`config.mk`:
```
export PLATFORM = sky130hd
export DESIGN_NAME = instructionPointer_flat
export DESIGN_NICKNAME = d
export VERILOG_FILES = /design/src/miniAluPkg.sv /design/src/coreBuses.sv /design/src/instructionPointer.sv /design/src/flat_wrapper.sv
export SDC_FILE = /design/constraint.sdc
export NUM_CORES = 1
export LEC_CHECK = 0
export BUFFER_PORTS_ARGS = -buffer_cell sky130_fd_sc_hd__buf_2
export CAP_MARGIN = 5
export CELL_PAD_IN_SITES_DETAIL_PLACEMENT = 1
export CELL_PAD_IN_SITES_GLOBAL_PLACEMENT = 2
export CORE_ASPECT_RATIO = 0.75
export CORE_MARGIN = 4
export CORE_UTILIZATION = 31
export DETAILED_ROUTE_END_ITERATION = 10
export GPL_TIMING_DRIVEN = 0
export PLACE_DENSITY = 0.85
export SLEW_MARGIN = 20
export SYNTH_ARGS = -nofsm -noshare
export SYNTH_HDL_FRONTEND = slang
export SYNTH_SLANG_ARGS = --single-unit
```
`constraint.sdc`:
```
create_clock -name Clock -period 2.1 [get_ports Clock]
set_input_delay 0.315 -clock Clock [delete_from_list [all_inputs] [get_ports Clock]]
set_output_delay 0.315 -clock Clock [all_outputs]
set_load 0.05 [all_outputs]
```
`src/miniAluPkg.sv`:
```
package miniAluPkg;

	// Word sizes of the core
	localparam int dataWidth = 16;
	localparam int addrWidth = 8;
	localparam int instrWidth = 28;

	// Program and data stores hold one entry per 8-bit address
	localparam int progDepth = 256;
	localparam int dataDepth = 256;

	// Opcodes sit in the top nibble of every instruction word
	localparam logic [3:0] opNop = 4'd0;
	localparam logic [3:0] opAdd = 4'd1;
	localparam logic [3:0] opSub = 4'd2;
	localparam logic [3:0] opBle = 4'd3;
	localparam logic [3:0] opJmp = 4'd4;
	localparam logic [3:0] opCall = 4'd5;
	localparam logic [3:0] opRet = 4'd6;
	localparam logic [3:0] opLed = 4'd7;
	// Both top bits set marks an immediate-form instruction
	localparam logic [3:0] opSto = 4'd12;

	// Register form with two source addresses
	typedef struct packed {
		logic [3:0] op;
		logic [addrWidth-1:0] dest;
		logic [addrWidth-1:0] src1;
		logic [addrWidth-1:0] src0;
	} regForm_s;

	// In the immediate form the two source fields make one 16-bit value
	typedef struct packed {
		logic [3:0] op;
		logic [addrWidth-1:0] dest;
		logic [dataWidth-1:0] imm;
	} immForm_s;

	typedef union packed {
		regForm_s regForm;
		immForm_s immForm;
	} instructionWord_u;

endpackage

```
`src/coreBuses.sv`:
```


// Program flow controls from the execute stage to the pointer
interface flowBus;
	logic branchTaken;
	logic [miniAluPkg::addrWidth-1:0] branchTarget;
	logic isCall;
	logic isReturn;

	modport control (output branchTaken, output branchTarget, output isCall, output isReturn);

	modport pointer (input branchTaken, input branchTarget, input isCall, input isReturn);
endinterface

```
`src/instructionPointer.sv`:
```
`timescale 1ns/1ns

module instructionPointer
(
	input logic Clock,
	input logic rst,
	flowBus.pointer flow,
	output logic [miniAluPkg::addrWidth-1:0] fetchAddr
);

	logic [miniAluPkg::addrWidth-1:0] count;
	logic [miniAluPkg::addrWidth-1:0] returnAddr;

	// A taken branch overrides the count in the same cycle
	always_comb
	begin
		if (flow.branchTaken)
		begin
			if (flow.isReturn)
			begin
				fetchAddr = returnAddr;
			end
			else
			begin
				fetchAddr = flow.branchTarget;
			end
		end
		else
		begin
			fetchAddr = count;
		end
	end

	always_ff @(posedge Clock)
	begin
		if (rst)
		begin
			count <= '0;
		end
		else
		begin
			count <= fetchAddr + 8'd1;
		end
	end

	// While a call executes, count already points past the call
	always_ff @(posedge Clock)
	begin
		if (flow.isCall)
		begin
			returnAddr <= count;
		end
	end

endmodule

```
`src/flat_wrapper.sv`:
```
// flat-port wrapper written by rule: the top's interface ports become plain ports
module instructionPointer_flat 
  (Clock, rst, fetchAddr, flow_branchTaken, flow_branchTarget, flow_isCall, flow_isReturn);
  flowBus flow_i ();
  input logic Clock;
  input logic rst;
  output logic [miniAluPkg::addrWidth-1:0] fetchAddr;
  input wire logic [$bits(flow_i.branchTaken)-1:0] flow_branchTaken;
  input wire logic [$bits(flow_i.branchTarget)-1:0] flow_branchTarget;
  input wire logic [$bits(flow_i.isCall)-1:0] flow_isCall;
  input wire logic [$bits(flow_i.isReturn)-1:0] flow_isReturn;
  assign flow_i.branchTaken = flow_branchTaken;
  assign flow_i.branchTarget = flow_branchTarget;
  assign flow_i.isCall = flow_isCall;
  assign flow_i.isReturn = flow_isReturn;
  instructionPointer u_core (.Clock(Clock), .rst(rst), .flow(flow_i), .fetchAddr(fetchAddr));
endmodule
```
==> Flow_metrics.wiki <==
{| class="wikitable"
! Metric !! Value
|-
| Worst supply voltage drop on vdd || around 220 µV
|-
| Residual DRC count || 0
|-
| Final WL || about 1600 µm
|-
| I/O pin cnt || 21
|-
| Tmin final || 1.66 ns
|-
| Gr ovfl total || 0
|-
| Clock root cell || sky130_fd_sc_hd__clkbuf_4
|-
| Number of buffers created by CTS || 3
|-
| TritonCTS clock tree || built
|-
| Slowest library cell on the worst path || sky130_fd_sc_hd__buf_2
|-
| Synth warnings || 0
|-
| Fin. max-slew vios || 0
|-
| R2r worst-path depth || 6
|-
| Drt wl/cell || 13.0 µm
|-
| Reg2Reg Setup Slack || approximately 0.54 ns
|-
| Initial DRT Pass Iterations || 4
|-
| Crit-path most repeated cell || sky130_fd_sc_hd__buf_2
|-
| Path type of the worst setup path || in2out
|-
| Cell count after synthesis || 68
|-
| Met3 track demand over resource || 1.54%
|-
| Total power density per cell area || about 790 mW/mm²
|-
| Register clock-pin slew on the reported worst setup and hold paths || approximately 0.10 ns
|-
| Pin count of the biggest net entering global routing || 11
|-
| Post-synthesis cell type count || 24
|-
| Floorplan die area || between 0.003 and 0.004 mm²
|-
| CTS resizes || 0
|-
| Critical Path Sink Type || output port
|-
| Hold-fix buffer count after cts || 0
|-
| Number of antenna cells inserted || 0
|-
| Worst Max-Slew Pin Slew || around 0.34 ns
|-
| Area growth from synthesis to final layout || 22.0%
|-
| End point of the worst hold path || u_core.count[4]$_SDFF_PP0_
|-
| Worst slack, placed || around 0.31 ns
|-
| Via count of the first global-routing pass || between 600 and 700
|-
| Start point of the worst min-delay path || rst
|-
| FFs w/ async S/R, synth || 0%
|-
| Fraction of the cycle the final worst path needs || around 80%
|-
| Overall die width || 65.4 µm
|-
| Final total power || 740 µW
|-
| Arrival time of the worst setup path || ~1.4 ns
|-
| Post-synthesis instance area || between 700 and 800 µm²
|-
| Busiest metal layer after global routing || met2
|-
| Total half-perimeter wirelength after legalization and detailed placement || roughly 1300 µm
|-
| CTS max path bufs || 2
|-
| Global-route wire length before repair || 2950 µm
|-
| Met2 Track Usage GR || ~17%
|-
| Clock skew after layout || roughly 0.0050 ns
|-
| Global routing met1 resource utilization || about 17%
|-
| Worst setup margin || between 0.4 and 0.5 ns
|-
| Unrepaired setup endpoints after global routing || no
|-
| Layout cells sized above 1 || approximately 36%
|-
| Delay contributed by the slowest stage of the critical path || ~0.32 ns
|-
| Required time at the endpoint of the critical path || roughly 1.8 ns
|-
| Worst Path Max Fanout || 10
|-
| Number of endpoints with negative hold slack in the final report || 0
|-
| Commonest non-fill, non-tap cell in the layout || sky130_fd_sc_hd__buf_2
|-
| Chip Height || slightly above 50 µm
|-
| Starting Density || between 30% and 40%
|-
| Mean instance size in the synthesized netlist || 11.3 µm²
|-
| Routed vias/inst || ~4.3
|-
| Worst min path class || in2reg
|-
| Kind of start point of the critical path || primary input
|-
| Synth Flop Type || sky130_fd_sc_hd__edfxtp_1
|-
| Leakage || 0.000383 µW
|-
| Clock latency on the worst-skew pair || approximately 0.28 ns
|-
| Max Freq || 602 MHz
|-
| Mapped Nets || a little over 80
|-
| Buffers on Ports || 17
|-
| Result of the run || finished, final reports clean
|-
| Number of antenna violations at the first check in global routing || 0
|-
| Reported max-cap violation count || 0
|-
| Worst r2r dst || u_core.count[6]$_SDFF_PP0_
|-
| Sum Neg Setup Slack || 0 ns
|-
| Final-report setup violation count || 0
|-
| # nets final || approximately 100
|-
| Post-synth EDFFs || 8
|-
| List of cells traversed by the critical path || buf_2 -> buf_4 -> nor2_1 -> a21oi_2 -> buf_2
|-
| Count of vias placed by the detailed router || between 500 and 600
|-
| Reg-to-Reg Start || u_core.returnAddr[0]$_DFFE_PP_
|-
| Most frequent cells in the layout || sky130_fd_sc_hd__buf_2 (18), sky130_fd_sc_hd__nor2_1 (12), sky130_fd_sc_hd__mux2i_1 (8), sky130_fd_sc_hd__dfxtp_1 (8), sky130_fd_sc_hd__edfxtp_1 (8)
|-
| Worst relative slew slack || between 70% and 80%
|-
| Residual antenna-violating net count after detailed routing || 0
|-
| Count of buffers added by post-CTS timing repair for setup || 0
|-
| Global Route Usage Sum || 11.3%
|-
| Placeable core region || approximately 0.0023 mm²
|-
| Final Wtd Congestion || 0.758
|-
| DRT iter0 DRCs || 8
|-
| Row cnt || 15
|-
| H-tree level count || 1
|-
| Sequential element share of the synthesized area || between 50% and 60%
|-
| Register bit count reported by yosys || 16
|-
| Number of cells traversed by the worst hold path || 2
|-
| Number of clock sinks || 16
|}
-- area by class of cell --
type | count | area [µm²]
Tap cell | 34 | 42.5
Fill cell | 287 | 1390
Inverter | 1 | 3.75
Clock inverter | 1 | 3.75
Clock buffer | 3 | 22.5
Sequential cell | 16 | 400
Multi-Input combinational cell | 47 | 350
Buffer | 4 | 27.5
Timing Repair Buffer | 17 | 85.1
-- cells by family after synthesis --
group | synth area share, %
AO/OA/AOI/OAI | 14.4
flip-flops | 52.2
multiplexers | 10.4
buffers and inverters | 4.08
AND/OR/NAND/NOR | 13.9
XOR/XNOR | 3.43
adder cells (fa/ha/maj) | 1.63
-- report_power, final --
| group | leakage (µW) | internal, µW | switching, µW |
|---|---|---|---|
| combinational | 0.000220 | 62.1 | 141 |
| clock | 0.0000154 | 68.8 | 95.6 |
| sequential | 0.000148 | 360 | 11.8 |
-- cell usage after synthesis (2+ instances only) --
master	number	share of area (%)
sky130_fd_sc_hd__a21oi_2	4	4.6
sky130_fd_sc_hd__xnor2_1	2	2.3
sky130_fd_sc_hd__o21ai_0	2	1.3
sky130_fd_sc_hd__nor2_1	12	5.9
sky130_fd_sc_hd__dfxtp_1	8	21
sky130_fd_sc_hd__a21oi_1	4	2.6
sky130_fd_sc_hd__or3_1	3	2.4
sky130_fd_sc_hd__a21oi_4	2	4.2
sky130_fd_sc_hd__edfxtp_1	8	31
sky130_fd_sc_hd__mux2i_1	8	10
sky130_fd_sc_hd__nand3_1	2	1.3
-- registers in the layout, summed over array words and instances, names as in the netlist --
| register | count |
|---|---|
| u_core.count | 8 |
| u_core.returnAddr | 8 |
-- metal layers --
layer  vias up  wire (µm)
met2         6        746
met4         0          0
met3         0         20
met5         -          0
met1       248        835
li1        280          -
-- worst max path at each step --
stage | from | end | slack, ns | cells past startpoint
final | flow_branchTaken | fetchAddr[5] | 0.44 | 5
after global routing | flow_branchTaken | fetchAddr[7] | 0.35 | 5
after CTS | flow_branchTaken | fetchAddr[5] | 0.44 | 5
after detailed placement | flow_branchTaken | u_core.count[6]$_SDFF_PP0_ | 0.31 | 7
after global placement | flow_branchTaken | u_core.count[6]$_SDFF_PP0_ | 0.33 | 7
after floorplan | flow_branchTaken | u_core.count[7]$_SDFF_PP0_ | 0.12 | 6
-- critical path: cells and delay by family --
kind,cells,cell delay [ns]
AOI/OAI and AO/OA,1,0.22
and+or+nand+nor,1,0.08
buffers and inverters,3,0.72
-- per-stage QoR --
stage | hold WS [ns] | utilization, % | cell area (µm²) | instances
2_1_floorplan | 0.409 | - | 782 | 68
3_5_place_dp | 0.421 | 39.1 | 910 | 119
4_1_cts | 0.368 | 40.2 | 936 | 123
6_report | 0.362 | 40.2 | 936 | 123
3_3_place_gp | 0.420 | 39.1 | 910 | 119
5_1_grt | 0.378 | 40.2 | 936 | 123
Note: power is estimated with default switching activity, not from simulation.
