<file path="src/miniAluPkg.sv">
package miniAluPkg;

	// Word sizes of the core
	localparam int dataWidth = 16;
	localparam int addrWidth = 8;
	localparam int instrWidth = 28;

	// Program and data stores hold one entry per 8-bit address
	localparam int progDepth = 256;
	localparam int dataDepth = 256;

	// Opcodes sit in the top nibble of every instruction word
	localparam logic [3:0] opNop = 4'd0;
	localparam logic [3:0] opAdd = 4'd1;
	localparam logic [3:0] opSub = 4'd2;
	localparam logic [3:0] opBle = 4'd3;
	localparam logic [3:0] opJmp = 4'd4;
	localparam logic [3:0] opCall = 4'd5;
	localparam logic [3:0] opRet = 4'd6;
	localparam logic [3:0] opLed = 4'd7;
	// Both top bits set marks an immediate-form instruction
	localparam logic [3:0] opSto = 4'd12;

	// Register form with two source addresses
	typedef struct packed {
		logic [3:0] op;
		logic [addrWidth-1:0] dest;
		logic [addrWidth-1:0] src1;
		logic [addrWidth-1:0] src0;
	} regForm_s;

	// In the immediate form the two source fields make one 16-bit value
	typedef struct packed {
		logic [3:0] op;
		logic [addrWidth-1:0] dest;
		logic [dataWidth-1:0] imm;
	} immForm_s;

	typedef union packed {
		regForm_s regForm;
		immForm_s immForm;
	} instructionWord_u;

endpackage

</file>
<file path="src/coreBuses.sv">
`timescale 1ns/1ns

// Operand read path between the decode stage and the data memory
interface regReadBus;
	logic [miniAluPkg::addrWidth-1:0] readAddr0;
	logic [miniAluPkg::addrWidth-1:0] readAddr1;
	logic [miniAluPkg::dataWidth-1:0] readData0;
	logic [miniAluPkg::dataWidth-1:0] readData1;

	modport core (
		output readAddr0,
		output readAddr1,
		input readData0,
		input readData1
	);

	modport memory (
		input readAddr0,
		input readAddr1,
		output readData0,
		output readData1
	);
endinterface

// Program flow controls from the execute stage to the pointer
interface flowBus;
	logic branchTaken;
	logic [miniAluPkg::addrWidth-1:0] branchTarget;
	logic isCall;
	logic isReturn;

	modport control (output branchTaken, output branchTarget, output isCall, output isReturn);

	modport pointer (input branchTaken, input branchTarget, input isCall, input isReturn);
endinterface

</file>
<file path="src/executeUnit.sv">
`timescale 1ns/1ns

module executeUnit
(
	input logic Clock,
	input logic rst,
	input miniAluPkg::instructionWord_u instruction,
	regReadBus.core readBus,
	flowBus.control flow,
	output logic writeEnable,
	output logic [miniAluPkg::addrWidth-1:0] writeAddr,
	output logic [miniAluPkg::dataWidth-1:0] writeData,
	output logic [7:0] led
);

	miniAluPkg::instructionWord_u decoded;
	logic isImmediate;
	logic hazard0;
	logic hazard1;
	logic [miniAluPkg::dataWidth-1:0] operand0;
	logic [miniAluPkg::dataWidth-1:0] operand1;
	logic [miniAluPkg::dataWidth-1:0] result;
	logic ledEnable;
	logic prevWrite;
	logic [miniAluPkg::addrWidth-1:0] prevDest;
	logic [miniAluPkg::dataWidth-1:0] prevResult;

	// Operand addresses leave straight from the fetched word
	assign readBus.readAddr0 = instruction.regForm.src0;
	assign readBus.readAddr1 = instruction.regForm.src1;

	// The decode register holds the fetched word for the execute cycle
	always_ff @(posedge Clock)
	begin
		if (rst)
		begin
			decoded.regForm.op <= miniAluPkg::opNop;
		end
		else
		begin
			decoded <= instruction;
		end
	end

	// The memory missed last cycle's write, so take the previous result instead
	assign isImmediate = decoded.regForm.op[3] & decoded.regForm.op[2];
	assign hazard0 = prevWrite && (prevDest == decoded.regForm.src0) && !isImmediate;
	assign hazard1 = prevWrite && (prevDest == decoded.regForm.src1) && !isImmediate;
	assign operand0 = hazard0 ? prevResult : readBus.readData0;
	assign operand1 = hazard1 ? prevResult : readBus.readData1;

	always_comb
	begin
		writeEnable = 1'b0;
		result = '0;
		ledEnable = 1'b0;
		flow.branchTaken = 1'b0;
		flow.isCall = 1'b0;
		flow.isReturn = 1'b0;
		case (decoded.regForm.op)
			miniAluPkg::opAdd:
			begin
				writeEnable = 1'b1;
				result = operand1 + operand0;
			end
			miniAluPkg::opSub:
			begin
				writeEnable = 1'b1;
				result = operand1 - operand0;
			end
			miniAluPkg::opSto:
			begin
				writeEnable = 1'b1;
				result = decoded.immForm.imm;
			end
			miniAluPkg::opBle:
			begin
				flow.branchTaken = (operand1 <= operand0);
			end
			miniAluPkg::opJmp:
			begin
				flow.branchTaken = 1'b1;
			end
			miniAluPkg::opCall:
			begin
				flow.branchTaken = 1'b1;
				flow.isCall = 1'b1;
			end
			miniAluPkg::opRet:
			begin
				flow.branchTaken = 1'b1;
				flow.isReturn = 1'b1;
			end
			miniAluPkg::opLed:
			begin
				ledEnable = 1'b1;
			end
			default:
			begin
				// Nop and undefined opcodes leave everything idle
				writeEnable = 1'b0;
			end
		endcase
	end

	// Branch targets share the dest field
	assign flow.branchTarget = decoded.regForm.dest;
	assign writeAddr = decoded.regForm.dest;
	assign writeData = result;

	// Forwarding history of the instruction just completed
	always_ff @(posedge Clock)
	begin
		if (rst)
		begin
			prevWrite <= 1'b0;
		end
		else
		begin
			prevWrite <= writeEnable;
		end
	end

	always_ff @(posedge Clock)
	begin
		prevDest <= writeAddr;
		prevResult <= result;
	end

	always_ff @(posedge Clock)
	begin
		if (rst)
		begin
			led <= 8'd0;
		end
		else if (ledEnable)
		begin
			led <= operand1[7:0];
		end
	end

endmodule

</file>
<file path="src/flat_wrapper.sv">
// flat-port wrapper written by rule: the top's interface ports become plain ports
module executeUnit_flat 
  (Clock, rst, instruction, writeEnable, writeAddr, writeData, led, readBus_readAddr0, readBus_readAddr1, readBus_readData0, readBus_readData1, flow_branchTaken, flow_branchTarget, flow_isCall, flow_isReturn);
  regReadBus readBus_i ();
  flowBus flow_i ();
  input logic Clock;
  input logic rst;
  input miniAluPkg::instructionWord_u instruction;
  output logic writeEnable;
  output logic [miniAluPkg::addrWidth-1:0] writeAddr;
  output logic [miniAluPkg::dataWidth-1:0] writeData;
  output logic [7:0] led;
  output wire logic [$bits(readBus_i.readAddr0)-1:0] readBus_readAddr0;
  output wire logic [$bits(readBus_i.readAddr1)-1:0] readBus_readAddr1;
  input wire logic [$bits(readBus_i.readData0)-1:0] readBus_readData0;
  input wire logic [$bits(readBus_i.readData1)-1:0] readBus_readData1;
  output wire logic [$bits(flow_i.branchTaken)-1:0] flow_branchTaken;
  output wire logic [$bits(flow_i.branchTarget)-1:0] flow_branchTarget;
  output wire logic [$bits(flow_i.isCall)-1:0] flow_isCall;
  output wire logic [$bits(flow_i.isReturn)-1:0] flow_isReturn;
  assign readBus_readAddr0 = readBus_i.readAddr0;
  assign readBus_readAddr1 = readBus_i.readAddr1;
  assign readBus_i.readData0 = readBus_readData0;
  assign readBus_i.readData1 = readBus_readData1;
  assign flow_branchTaken = flow_i.branchTaken;
  assign flow_branchTarget = flow_i.branchTarget;
  assign flow_isCall = flow_i.isCall;
  assign flow_isReturn = flow_i.isReturn;
  executeUnit u_core (.Clock(Clock), .rst(rst), .instruction(instruction), .readBus(readBus_i), .flow(flow_i), .writeEnable(writeEnable), .writeAddr(writeAddr), .writeData(writeData), .led(led));
endmodule
</file>
<file path="config.mk">
export PLATFORM = sky130hd
export DESIGN_NAME = executeUnit_flat
export DESIGN_NICKNAME = d
export VERILOG_FILES = /design/src/miniAluPkg.sv /design/src/coreBuses.sv /design/src/executeUnit.sv /design/src/flat_wrapper.sv
export SDC_FILE = /design/constraint.sdc
export NUM_CORES = 1
export LEC_CHECK = 0
export BUFFER_PORTS_ARGS = -buffer_cell sky130_fd_sc_hd__buf_2
export CORE_UTILIZATION = 58
export DETAILED_ROUTE_END_ITERATION = 12
export PLACE_DENSITY_LB_ADDON = 0.08
export SETUP_SLACK_MARGIN = 0.2
export SLEW_MARGIN = 25
export SYNTH_ARGS = -nofsm -noshare
export SYNTH_HDL_FRONTEND = slang
export SYNTH_SLANG_ARGS = --single-unit
</file>
<file path="constraint.sdc">
create_clock -name Clock -period 9.2 [get_ports Clock]
set_clock_uncertainty 0.1 [all_clocks]
set_input_delay 0 -clock Clock [delete_from_list [all_inputs] [get_ports Clock]]
set_output_delay 0 -clock Clock [all_outputs]
set_load 0.1 [all_outputs]
</file>
==> summary.md, run 1 <==
| Metric | Value |
|---|---|
| Status | completed |
| Post-DR wirelength/cell | between 15 and 20 um |
| NetSw | between 0.3 and 0.4 mW |
| Largest stage delay, worst path | just over 0.6 ns |
| CP bufs+invs | 2 |
| CTS tree | yes |
| FF+latch count, synth | between 60 and 70 |
| Die width | approximately 90 um |
| Vias in the first global route | around 4,100 |
| Synth cell types | a little under 70 |
| Max cap viols | 0 |
| Sw Share | 0.4058 |
| Sequential share of power | 0.336 |
| Fmax | approximately 190 MHz |
| Drt total wl | 13.26 mm |
| Post-synth ARST share | 0 |
| Core area | between 7000 and 8000 um2 |
| Root Buffer | clkbuf_8 |
| Pwr dens | approximately 170 nW/um2 |
| CTS resizes | 0 |
| CP startpoint kind | flop |
| Initial detailed-routing violation count | 284 |
| Starting density of the core | 0.6119 |
| WP data arrival | between 5 and 6 ns |
| Dpl ws | between 4 and 5 ns |
| Vias per cell | approximately 6.0 |
| Clock slew seen by the registers of the worst setup and hold paths | 0.08 ns |
| # rows | 31 |
| Fin worst setup slack | about 3.9 ns |
| Post-CTS Hold Buffers | 39 |
| Mapped cell area | approximately 4500 um2 |
| Final #Nets | 689 |
| Pleak | roughly 2.5 nW |
| Gpl congestion | 0.9382 |
| I/O Pins | approximately 120 |
| CTS Buffer Depth | 2 |
| Final Hold Fails | 0 |
| Post-Syn Nets | between 500 and 600 |
| Largest net degree at the start of global routing | 27 |
| Ys flop type | dfxtp_1 |
| Total track usage | 0.3332 |
| Placed Area | slightly below 5000 um2 |
| Clock sinks | ~60 |
| Crit Path Max Fanout | 17 |
| Layout cell share with drive strength beyond 1 | 0.3161 |
| EDFF count, synth | 24 |
| Hpwl dp | a little under 9 mm |
| Share of total power in the clock network | 0.313 |
| Yosys warning count | 0 |
| Num CTS Buffers | 9 |
| CTS HTree Levels | 3 |
| Pre-antenna DRT Iters | 5 |
| Post-route cell area | ~5600 um2 |
| Slew Limit Headroom | 0.3330 |
| Combinational power share | 0.351 |
| First-pass GRT wire length | about 21 mm |
| Cell family with most CP delay | simple AND/OR/NAND/NOR gates |
| Tmin final | about 5.3 ns |
| VDD IR max | between 0.15 and 0.2 mV |
| Die area | about 8100 um2 |
| Die Ht | roughly 90 um |
| Internal | approximately 0.57 mW |
| Class of the worst hold path | primary input to flop |
| I/O Buffers | approximately 120 |
| Pwr Total | around 0.95 mW |
| Post-DRT Antenna Nets | 0 |
| Final period util | 0.5750 |
| RSZ-0062 raised after global routing | no |
| Setup TNS | 0 ns |
| CP Cell Sequence | xor2_1 -> nor4_1 -> nand4_2 -> mux2i_1 -> inv_1 -> ha_1 -> fa_1 -> nand2b_1 -> a21oi_1 -> nor3b_1 -> o311ai_0 -> o211ai_1 -> a2bb2oi_1 -> buf_2 |
| N_diodes | 0 |
| Final setup viols | 0 |
| Setup Buffers After CTS | 0 |
| Data required time at the worst endpoint | 9.10 ns |
| Syn-to-layout area delta | 23.34% |
| Sequential area share after synthesis | 0.3241 |
| Fin. max-slew vios | 0 |
| Drt drc | 0 |
| Worst slew pin tran | around 1.0 ns |
| Synthesized instance count | 475 |
| Syn avg cell area | 9.493 um2 |
| Worst-skew pair later-pin latency | 0.35 ns |
| DR vias | 4,199 |
| Initial antenna violation count | 0 |
| GRT overflow | 0 |
| Crit-path slowest cell | nand4_2 |
| Crit Path Category | flop to output port |
| Worst hold slack | ~0.011 ns |
| Critical Path End Type | output port |
[cell usage in the layout (no fill, tap or decap), types with 6 or more instances in the layout]
| cell | n |
|---|---|
| nor4_1 | 10 |
| mux2_2 | 31 |
| o21ai_0 | 13 |
| nand2_1 | 25 |
| nand2b_1 | 10 |
| o221ai_1 | 6 |
| dlygate4sd3_1 | 39 |
| ha_1 | 32 |
| a21oi_1 | 25 |
| or3_1 | 7 |
| nor2_1 | 27 |
| xor2_1 | 18 |
| clkbuf_8 | 9 |
| mux2i_1 | 13 |
| inv_1 | 26 |
| xnor2_1 | 8 |
| buf_2 | 121 |
| a221o_1 | 6 |
| nor2b_1 | 9 |
| edfxtp_1 | 24 |
| a21o_1 | 6 |
| dfxtp_1 | 37 |
[stage by stage]
step / utilization / instances
after floorplan: - / 475
after detailed placement: 0.6671 / 641
final: 0.7547 / 697
after global placement: 0.6671 / 641
after global routing: 0.7547 / 697
after CTS: 0.7526 / 696
[synthesized netlist by cell type (all sizes together), types with 13 or more instances]
master	number	area (um2)
clkbuf	16	60.06
dfxtp	37	740.7
inv	27	101.3
nand2	25	93.84
o21ai	14	70.06
buf	40	289.0
edfxtp	24	720.7
mux2	31	349.1
ha	32	400.4
nor2	29	113.9
xor2	18	157.7
mux2i	13	130.1
a21oi	27	150.2
[tightest hold or removal path, stage by stage]
cell,delay (ns)
buf_2,0.07
mux2_2,0.17
mux2i_1,0.08
nor2_1,0.09
[power by group through the flow]
stage               clock, mW  combinational [mW]  sequential [mW]
floorplan                   0               0.270            0.321
global placement            0               0.315            0.324
detailed placement          0               0.315            0.326
CTS                     0.296               0.329            0.320
global route            0.310               0.352            0.323
finish                  0.298               0.335            0.321
[routing by layer]
metal | part of all wire | track usage | vias to the layer above
li1 | - | - | 1934
met1 | 0.41 | 0.4119 | 1985
met2 | 0.48 | 0.5732 | 247
met3 | 0.082 | 0.07360 | 33
met4 | 0.019 | 0.1102 | 0
met5 | 0 | 0 | -
[flip-flops by register name (all words and copies together) (netlist names)]
register,flops
u_core.prevWrite,1
u_core.decoded,28
u_core.prevDest,8
u_core.prevResult,16
u_core.led,8
[cells by family (layout without fill, tap and decap cells)]
logic type	Yosys count	count (layout)	share of synthesized area
AND/OR/NAND/NOR	121	121	0.1471
flip-flops	61	61	0.3241
adder cells (fa/ha/maj)	34	34	0.09767
AO/OA/AOI/OAI	106	106	0.1745
XOR/XNOR	26	26	0.05050
buffers and inverters	83	206	0.09989
multiplexers	44	44	0.1063
[area by class of cell]
cell class / count / area, um2
inverters: 27 / 101.3
fillers: 512 / 1808
clock inverters: 6 / 91.34
multi-input cells: 331 / 2609
clock buffers: 10 / 148.9
repair buffers: 163 / 1026
well taps: 99 / 123.9
flip-flops and latches: 61 / 1461
[path summary, 6_finish.rpt]
| check | slack (ns) | cells after the start | to | startpoint |
|---|---|---|---|---|
| worst max-delay path | 3.91 | 14 | writeData[14] | u_core.decoded[14] |
| worst max register to register | 4.56 | 13 | u_core.prevResult[10] | u_core.decoded[14] |
| worst min-delay path | 0.01 | 4 | u_core.led[7] | readBus_readData1[7] |
| worst min register to register | 0.29 | 0 | u_core.prevDest[1] | u_core.decoded[17] |
Power figures use the tool's default switching activity.
==> inputs of run 2 (changes only) <==
--- a/config.mk
+++ b/config.mk
@@ -6,7 +6,7 @@
 export NUM_CORES = 1
 export LEC_CHECK = 0
 export BUFFER_PORTS_ARGS = -buffer_cell sky130_fd_sc_hd__buf_2
-export CORE_UTILIZATION = 58
+export CORE_UTILIZATION = 54
 export DETAILED_ROUTE_END_ITERATION = 12
 export PLACE_DENSITY_LB_ADDON = 0.08
 export SETUP_SLACK_MARGIN = 0.2
==> constraint.sdc (replaced) <==
create_clock -name Clock -period 5.55 [get_ports Clock]
set_clock_uncertainty 0.1 [all_clocks]
set_input_delay 0 -clock Clock [delete_from_list [all_inputs] [get_ports Clock]]
set_output_delay 0 -clock Clock [all_outputs]
set_load 0.1 [all_outputs]
==> summary.md, run 2 (synthesis gave the netlist of run 1 again) <==
| Metric | Value |
|---|---|
| Status | completed |
| Setup TNS | 0 ns |
| Num CTS Buffers | 9 |
| GRT overflow | 0 |
| I/O Pins | about 120 |
| Starting density of the core | 0.5717 |
| Crit-path slowest cell | buf_2 |
| Final setup viols | 0 |
| Pre-antenna DRT Iters | 5 |
| CTS tree | yes |
| Die area | roughly 8700 um2 |
| Post-DR wirelength/cell | between 15 and 20 um |
| Initial detailed-routing violation count | around 330 |
| Pwr Total | between 1.5 and 2 mW |
| Vias per cell | approximately 5.7 |
| Class of the worst hold path | primary input to flop |
| Largest stage delay, worst path | around 0.46 ns |
| Worst slew pin tran | roughly 1.1 ns |
| Most frequent cells in the layout | buf_2, dlygate4sd3_1, dfxtp_1 |
| Clock slew seen by the registers of the worst setup and hold paths | approximately 0.07 ns |
| Vias in the first global route | between 4,000 and 5,000 |
| N_diodes | 0 |
| Register with the most flip-flops | u_core.decoded |
| Core area | approximately 7900 um2 |
| Initial antenna violation count | 0 |
| Crit Path Category | flop to output port |
| Non-filler cells, final | 702 |
| Final period util | 0.8976 |
| Fin. max-slew vios | 0 |
| Drt total wl | around 12 mm |
| Fmax | roughly 200 MHz |
| DR vias | between 4,000 and 5,000 |
| Layout cell share with drive strength beyond 1 | 0.3150 |
| Die width | between 90 and 100 um |
| Hpwl dp | around 8.7 mm |
| Final Hold Fails | 0 |
| RSZ-0062 raised after global routing | no |
| CTS resizes | 0 |
| CP Cell Sequence | xor2_1 -> nor4_1 -> nand4_2 -> mux2i_1 -> inv_1 -> ha_1 -> fa_1 -> nand2b_1 -> a21oi_1 -> nor3b_1 -> o311ai_0 -> o211ai_1 -> a2bb2oi_1 -> buf_2 |
| VDD IR max | ~0.2 mV |
| Clock sinks | 61 |
| CP bufs+invs | 2 |
| Data required time at the worst endpoint | roughly 5.5 ns |
| CTS HTree Levels | 3 |
| Inst Count DP | ~650 |
| Pleak | between 2 and 3 nW |
| Pwr dens | 278.3 nW/um2 |
| Largest net degree at the start of global routing | 27 |
| # rows | 32 |
| CP startpoint kind | flop |
| I/O Buffers | ~120 |
| Tmin final | 4.982 ns |
| CTS Buffer Depth | 2 |
| Final #Nets | just under 700 |
| Post-DRT Antenna Nets | 0 |
| Total track usage | 0.2972 |
| Top flop regs | u_core.decoded: 28 flops, u_core.prevResult: 16 flops |
| Number of flip-flops in the largest register | 28 |
| Die Ht | between 90 and 100 um |
| Leading cell type in the layout, fill and taps excluded | buf_2 |
| Root Buffer | clkbuf_8 |
| Gpl congestion | between 0.8 and 0.9 |
| First-pass GRT wire length | between 15 and 20 mm |
| Worst-skew pair later-pin latency | between 0.3 and 0.4 ns |
| Crit Path Max Fanout | 10 |
| Max cap viols | 0 |
| Slew Limit Headroom | 0.2697 |
| Syn-to-layout area delta | 23.25% |
| Cell family with most CP delay | simple AND/OR/NAND/NOR gates |
| WP data arrival | 4.88 ns |
| Setup Buffers After CTS | 0 |
| Drt drc | 0 |
| Critical Path End Type | output port |
-- run 2: power by group --
part	leakage (nW)	internal (mW)	switching [mW]	total [mW]
logic	1.87	0.155	0.398	0.553
clock network	0.111	0.257	0.208	0.465
registers	0.541	0.503	0.0266	0.529
total	2.52	0.915	0.632	1.55
-- run 2: per-stage QoR --
step                      hold WS [ns]  cell area, um2  worst slack [ns]    util
final                          0.08424            5558            0.5683  0.7046
after global placement         0.07709            4935             1.070  0.6256
after global routing            0.1121            5558            0.2528  0.7046
after detailed placement       0.07810            4935            0.9594  0.6256
after floorplan               -0.02839            4509            0.2126       -
after CTS                      0.04458            5558            0.5756  0.7046
-- run 2: worst min-delay path, cell delays in order --
cell and delay [ns]:
buf_2 0.09, mux2_2 0.23, mux2i_1 0.09, nor2_1 0.07
-- run 2: path summary, 6_finish.rpt --
| path | from | to | slack [ns] | depth (start not counted) |
|---|---|---|---|---|
| setup / recovery | u_core.decoded[9] | writeData[14] | 0.57 | 14 |
| hold / removal | readBus_readData1[1] | u_core.led[1] | 0.08 | 4 |
| setup reg to reg | u_core.decoded[9] | u_core.prevResult[10] | 1.28 | 13 |
| hold reg to reg | u_core.decoded[19] | u_core.prevDest[3] | 0.29 | 0 |
-- run 2: area by class of cell --
type	count	area, um2
clock buffer	10	127.6
inverter	27	101.3
tap	102	127.6
timing repair buffer	165	1036
multi-input combinational	331	2609
fill	590	2330
sequential	61	1461
clock inverter	6	95.09
-- run 2: metal layers --
layer	vias up	global-route usage	wire length, um
li1	1940	-	-
met1	1859	0.4043	5605
met2	205	0.4847	5800
met3	10	0.05935	893
met4	0	0.07051	127
met5	-	0	0
-- run 2: timing repair --
| action | CTS | global route |
|---|---|---|
| hold buffers | 40 | 0 |
| hold endpoints to repair | 36 | 0 |
| endpoints found under the setup margin | 0 | 0 |
==> inputs of run 3 (changes only) <==
--- a/config.mk
+++ b/config.mk
@@ -6,7 +6,8 @@
 export NUM_CORES = 1
 export LEC_CHECK = 0
 export BUFFER_PORTS_ARGS = -buffer_cell sky130_fd_sc_hd__buf_2
-export CORE_UTILIZATION = 54
+export CORE_UTILIZATION = 55
+export CTS_BUF_LIST = sky130_fd_sc_hd__clkbuf_4 sky130_fd_sc_hd__clkbuf_8
 export DETAILED_ROUTE_END_ITERATION = 12
 export PLACE_DENSITY_LB_ADDON = 0.08
 export SETUP_SLACK_MARGIN = 0.2
==> summary.md, run 3 (synthesis gave the netlist of run 1 again) <==
| Metric | Value |
|---|---|
| Post-DRT Antenna Nets | 0 |
| Fmax | 204.9 MHz |
| Gpl congestion | ~0.91 |
| Hpwl dp | about 8.6 mm |
| Pre-antenna DRT Iters | 5 |
| VDD IR max | roughly 0.22 mV |
| Max cap viols | 0 |
| Clock slew seen by the registers of the worst setup and hold paths | ~0.090 ns |
| I/O Pins | around 120 |
| DR vias | about 4,100 |
| Data required time at the worst endpoint | approximately 5.5 ns |
| Largest stage delay, worst path | around 0.46 ns |
| Core area | between 7000 and 8000 um2 |
| Number of flip-flops in the largest register | 28 |
| Fin. max-slew vios | 0 |
| Crit Path Category | flop to output port |
| Leading cell type in the layout, fill and taps excluded | buf_2 |
| Layout cell share with drive strength beyond 1 | 0.3172 |
| Clock sinks | 61 |
| Root Buffer | clkbuf_8 |
| Vias in the first global route | slightly below 4,000 |
| # rows | 32 |
| Post-DR wirelength/cell | approximately 18 um |
| RSZ-0062 raised after global routing | no |
| Top flop regs | u_core.decoded: 28 flops, u_core.prevResult: 16 flops |
| Inst Count DP | 645 |
| Tmin final | between 4 and 5 ns |
| Starting density of the core | 0.5746 |
| Dpl ws | around 0.95 ns |
| Status | completed |
| I/O Buffers | 121 |
| Final #Nets | between 600 and 700 |
| N_diodes | 0 |
| Most frequent cells in the layout | buf_2, dlygate4sd3_1, dfxtp_1 |
| Syn-to-layout area delta | 23.56% |
| Crit Path Max Fanout | 9 |
| Die area | 8565 um2 |
| WP data arrival | approximately 4.8 ns |
| Total track usage | 0.3025 |
| Final period util | 0.8794 |
| CTS tree | yes |
| Worst slew pin tran | 1.040 ns |
| Num CTS Buffers | 9 |
| CP Cell Sequence | xor2_1 -> nor4_1 -> nand4_2 -> buf_4 -> mux2_2 -> ha_1 -> or3_4 -> or4_4 -> a21oi_4 -> nor2_2 -> o32ai_2 -> a2bb2oi_2 -> buf_2 |
| Die width | just over 90 um |
| Setup TNS | 0 ns |
| Pleak | approximately 2.5 nW |
| Die Ht | a little over 90 um |
| Cell family with most CP delay | simple AND/OR/NAND/NOR gates |
| Initial antenna violation count | 0 |
| GRT overflow | 0 |
| Final setup viols | 0 |
| Crit-path slowest cell | buf_2 |
| CP startpoint kind | flop |
| Drt drc | 0 |
| CP bufs+invs | 2 |
| Layout filler cell count | roughly 630 |
| CTS Buffer Depth | 2 |
| Non-filler cells, final | between 700 and 800 |
| CTS HTree Levels | 3 |
| Final Hold Fails | 0 |
| Slew Limit Headroom | 0.3030 |
| Largest net degree at the start of global routing | 27 |
| Vias per cell | a little under 6 |
| Setup Buffers After CTS | 0 |
| First-pass GRT wire length | a little under 20 mm |
| Critical Path End Type | output port |
| Register with the most flip-flops | u_core.decoded |
| Class of the worst hold path | primary input to flop |
| Drt total wl | roughly 13 mm |
| Pwr dens | between 200 and 300 nW/um2 |
| Fin worst setup slack | about 0.67 ns |
| Final design utilization | 0.7100 |
| Initial detailed-routing violation count | ~270 |
| Worst-skew pair later-pin latency | between 0.3 and 0.4 ns |
==> run 3: worst reg2reg max path, stage by stage, from the launching register on <==
cell and delay (ns):
edfxtp_1 0.43, xor2_1 0.17, nor4_1 0.39, nand4_2 0.41, buf_4 0.35, mux2_2 0.30
ha_1 0.42, or3_4 0.45, or4_4 0.45, a21oi_4 0.15, nor2_2 0.07, mux2i_1 0.19
nand4_1 0.16
==> run 3: through the flow <==
| stage | total power, mW | instance area, um2 | hold WS (ns) |
|---|---|---|---|
| after global placement | 1.058 | 4936 | 0.07701 |
| after CTS | 1.558 | 5567 | 0.03189 |
| after detailed placement | 1.063 | 4936 | 0.07812 |
| after global routing | 1.623 | 5572 | 0.05842 |
| after floorplan | 0.9795 | 4509 | -0.02839 |
| final | 1.562 | 5572 | 0.03271 |
==> run 3: area by class of cell <==
| class | count | area, um2 | share of cell area |
|---|---|---|---|
| Clock buffer | 9 | 123.9 | 0.02223 |
| Sequential cell | 61 | 1461 | 0.2623 |
| Multi-Input combinational cell | 331 | 2623 | 0.4707 |
| Tap cell | 102 | 127.6 | 0.02291 |
| Inverter | 27 | 101.3 | 0.01819 |
| Clock inverter | 7 | 106.4 | 0.01909 |
| Timing Repair Buffer | 164 | 1028 | 0.1846 |
==> run 3: worst paths after layout <==
path	from	end	slack [ns]	cells past startpoint
worst max-delay path	u_core.decoded[14]	writeData[11]	0.67	13
worst min-delay path	readBus_readData1[1]	u_core.led[1]	0.03	4
worst max register to register	u_core.decoded[14]	u_core.prevResult[13]	1.36	12
worst min register to register	u_core.decoded[22]	u_core.prevDest[6]	0.29	0
==> run 3: metal layers <==
| layer | vias up | routed length [um] | track usage | part of all wire |
|---|---|---|---|---|
| li1 | 1936 | - | - | - |
| met4 | 0 | 290 | 0.1107 | 0.023 |
| met3 | 23 | 995 | 0.06650 | 0.078 |
| met1 | 1934 | 5554 | 0.3948 | 0.44 |
| met2 | 202 | 5883 | 0.4895 | 0.46 |
| met5 | - | 0 | 0 | 0 |
==> run 3: timing repair <==
action | CTS | global route
endpoints found under the hold margin | 36 | 0
endpoints found under the setup margin | 0 | 1
gates resized for setup | 0 | 1
hold buffers | 40 | 0
==> run 3: where the power goes <==
group          switching [mW]  internal [mW]
Sequential             0.0280          0.502
Clock                   0.217          0.261
Combinational           0.399          0.155
Total                   0.644          0.918
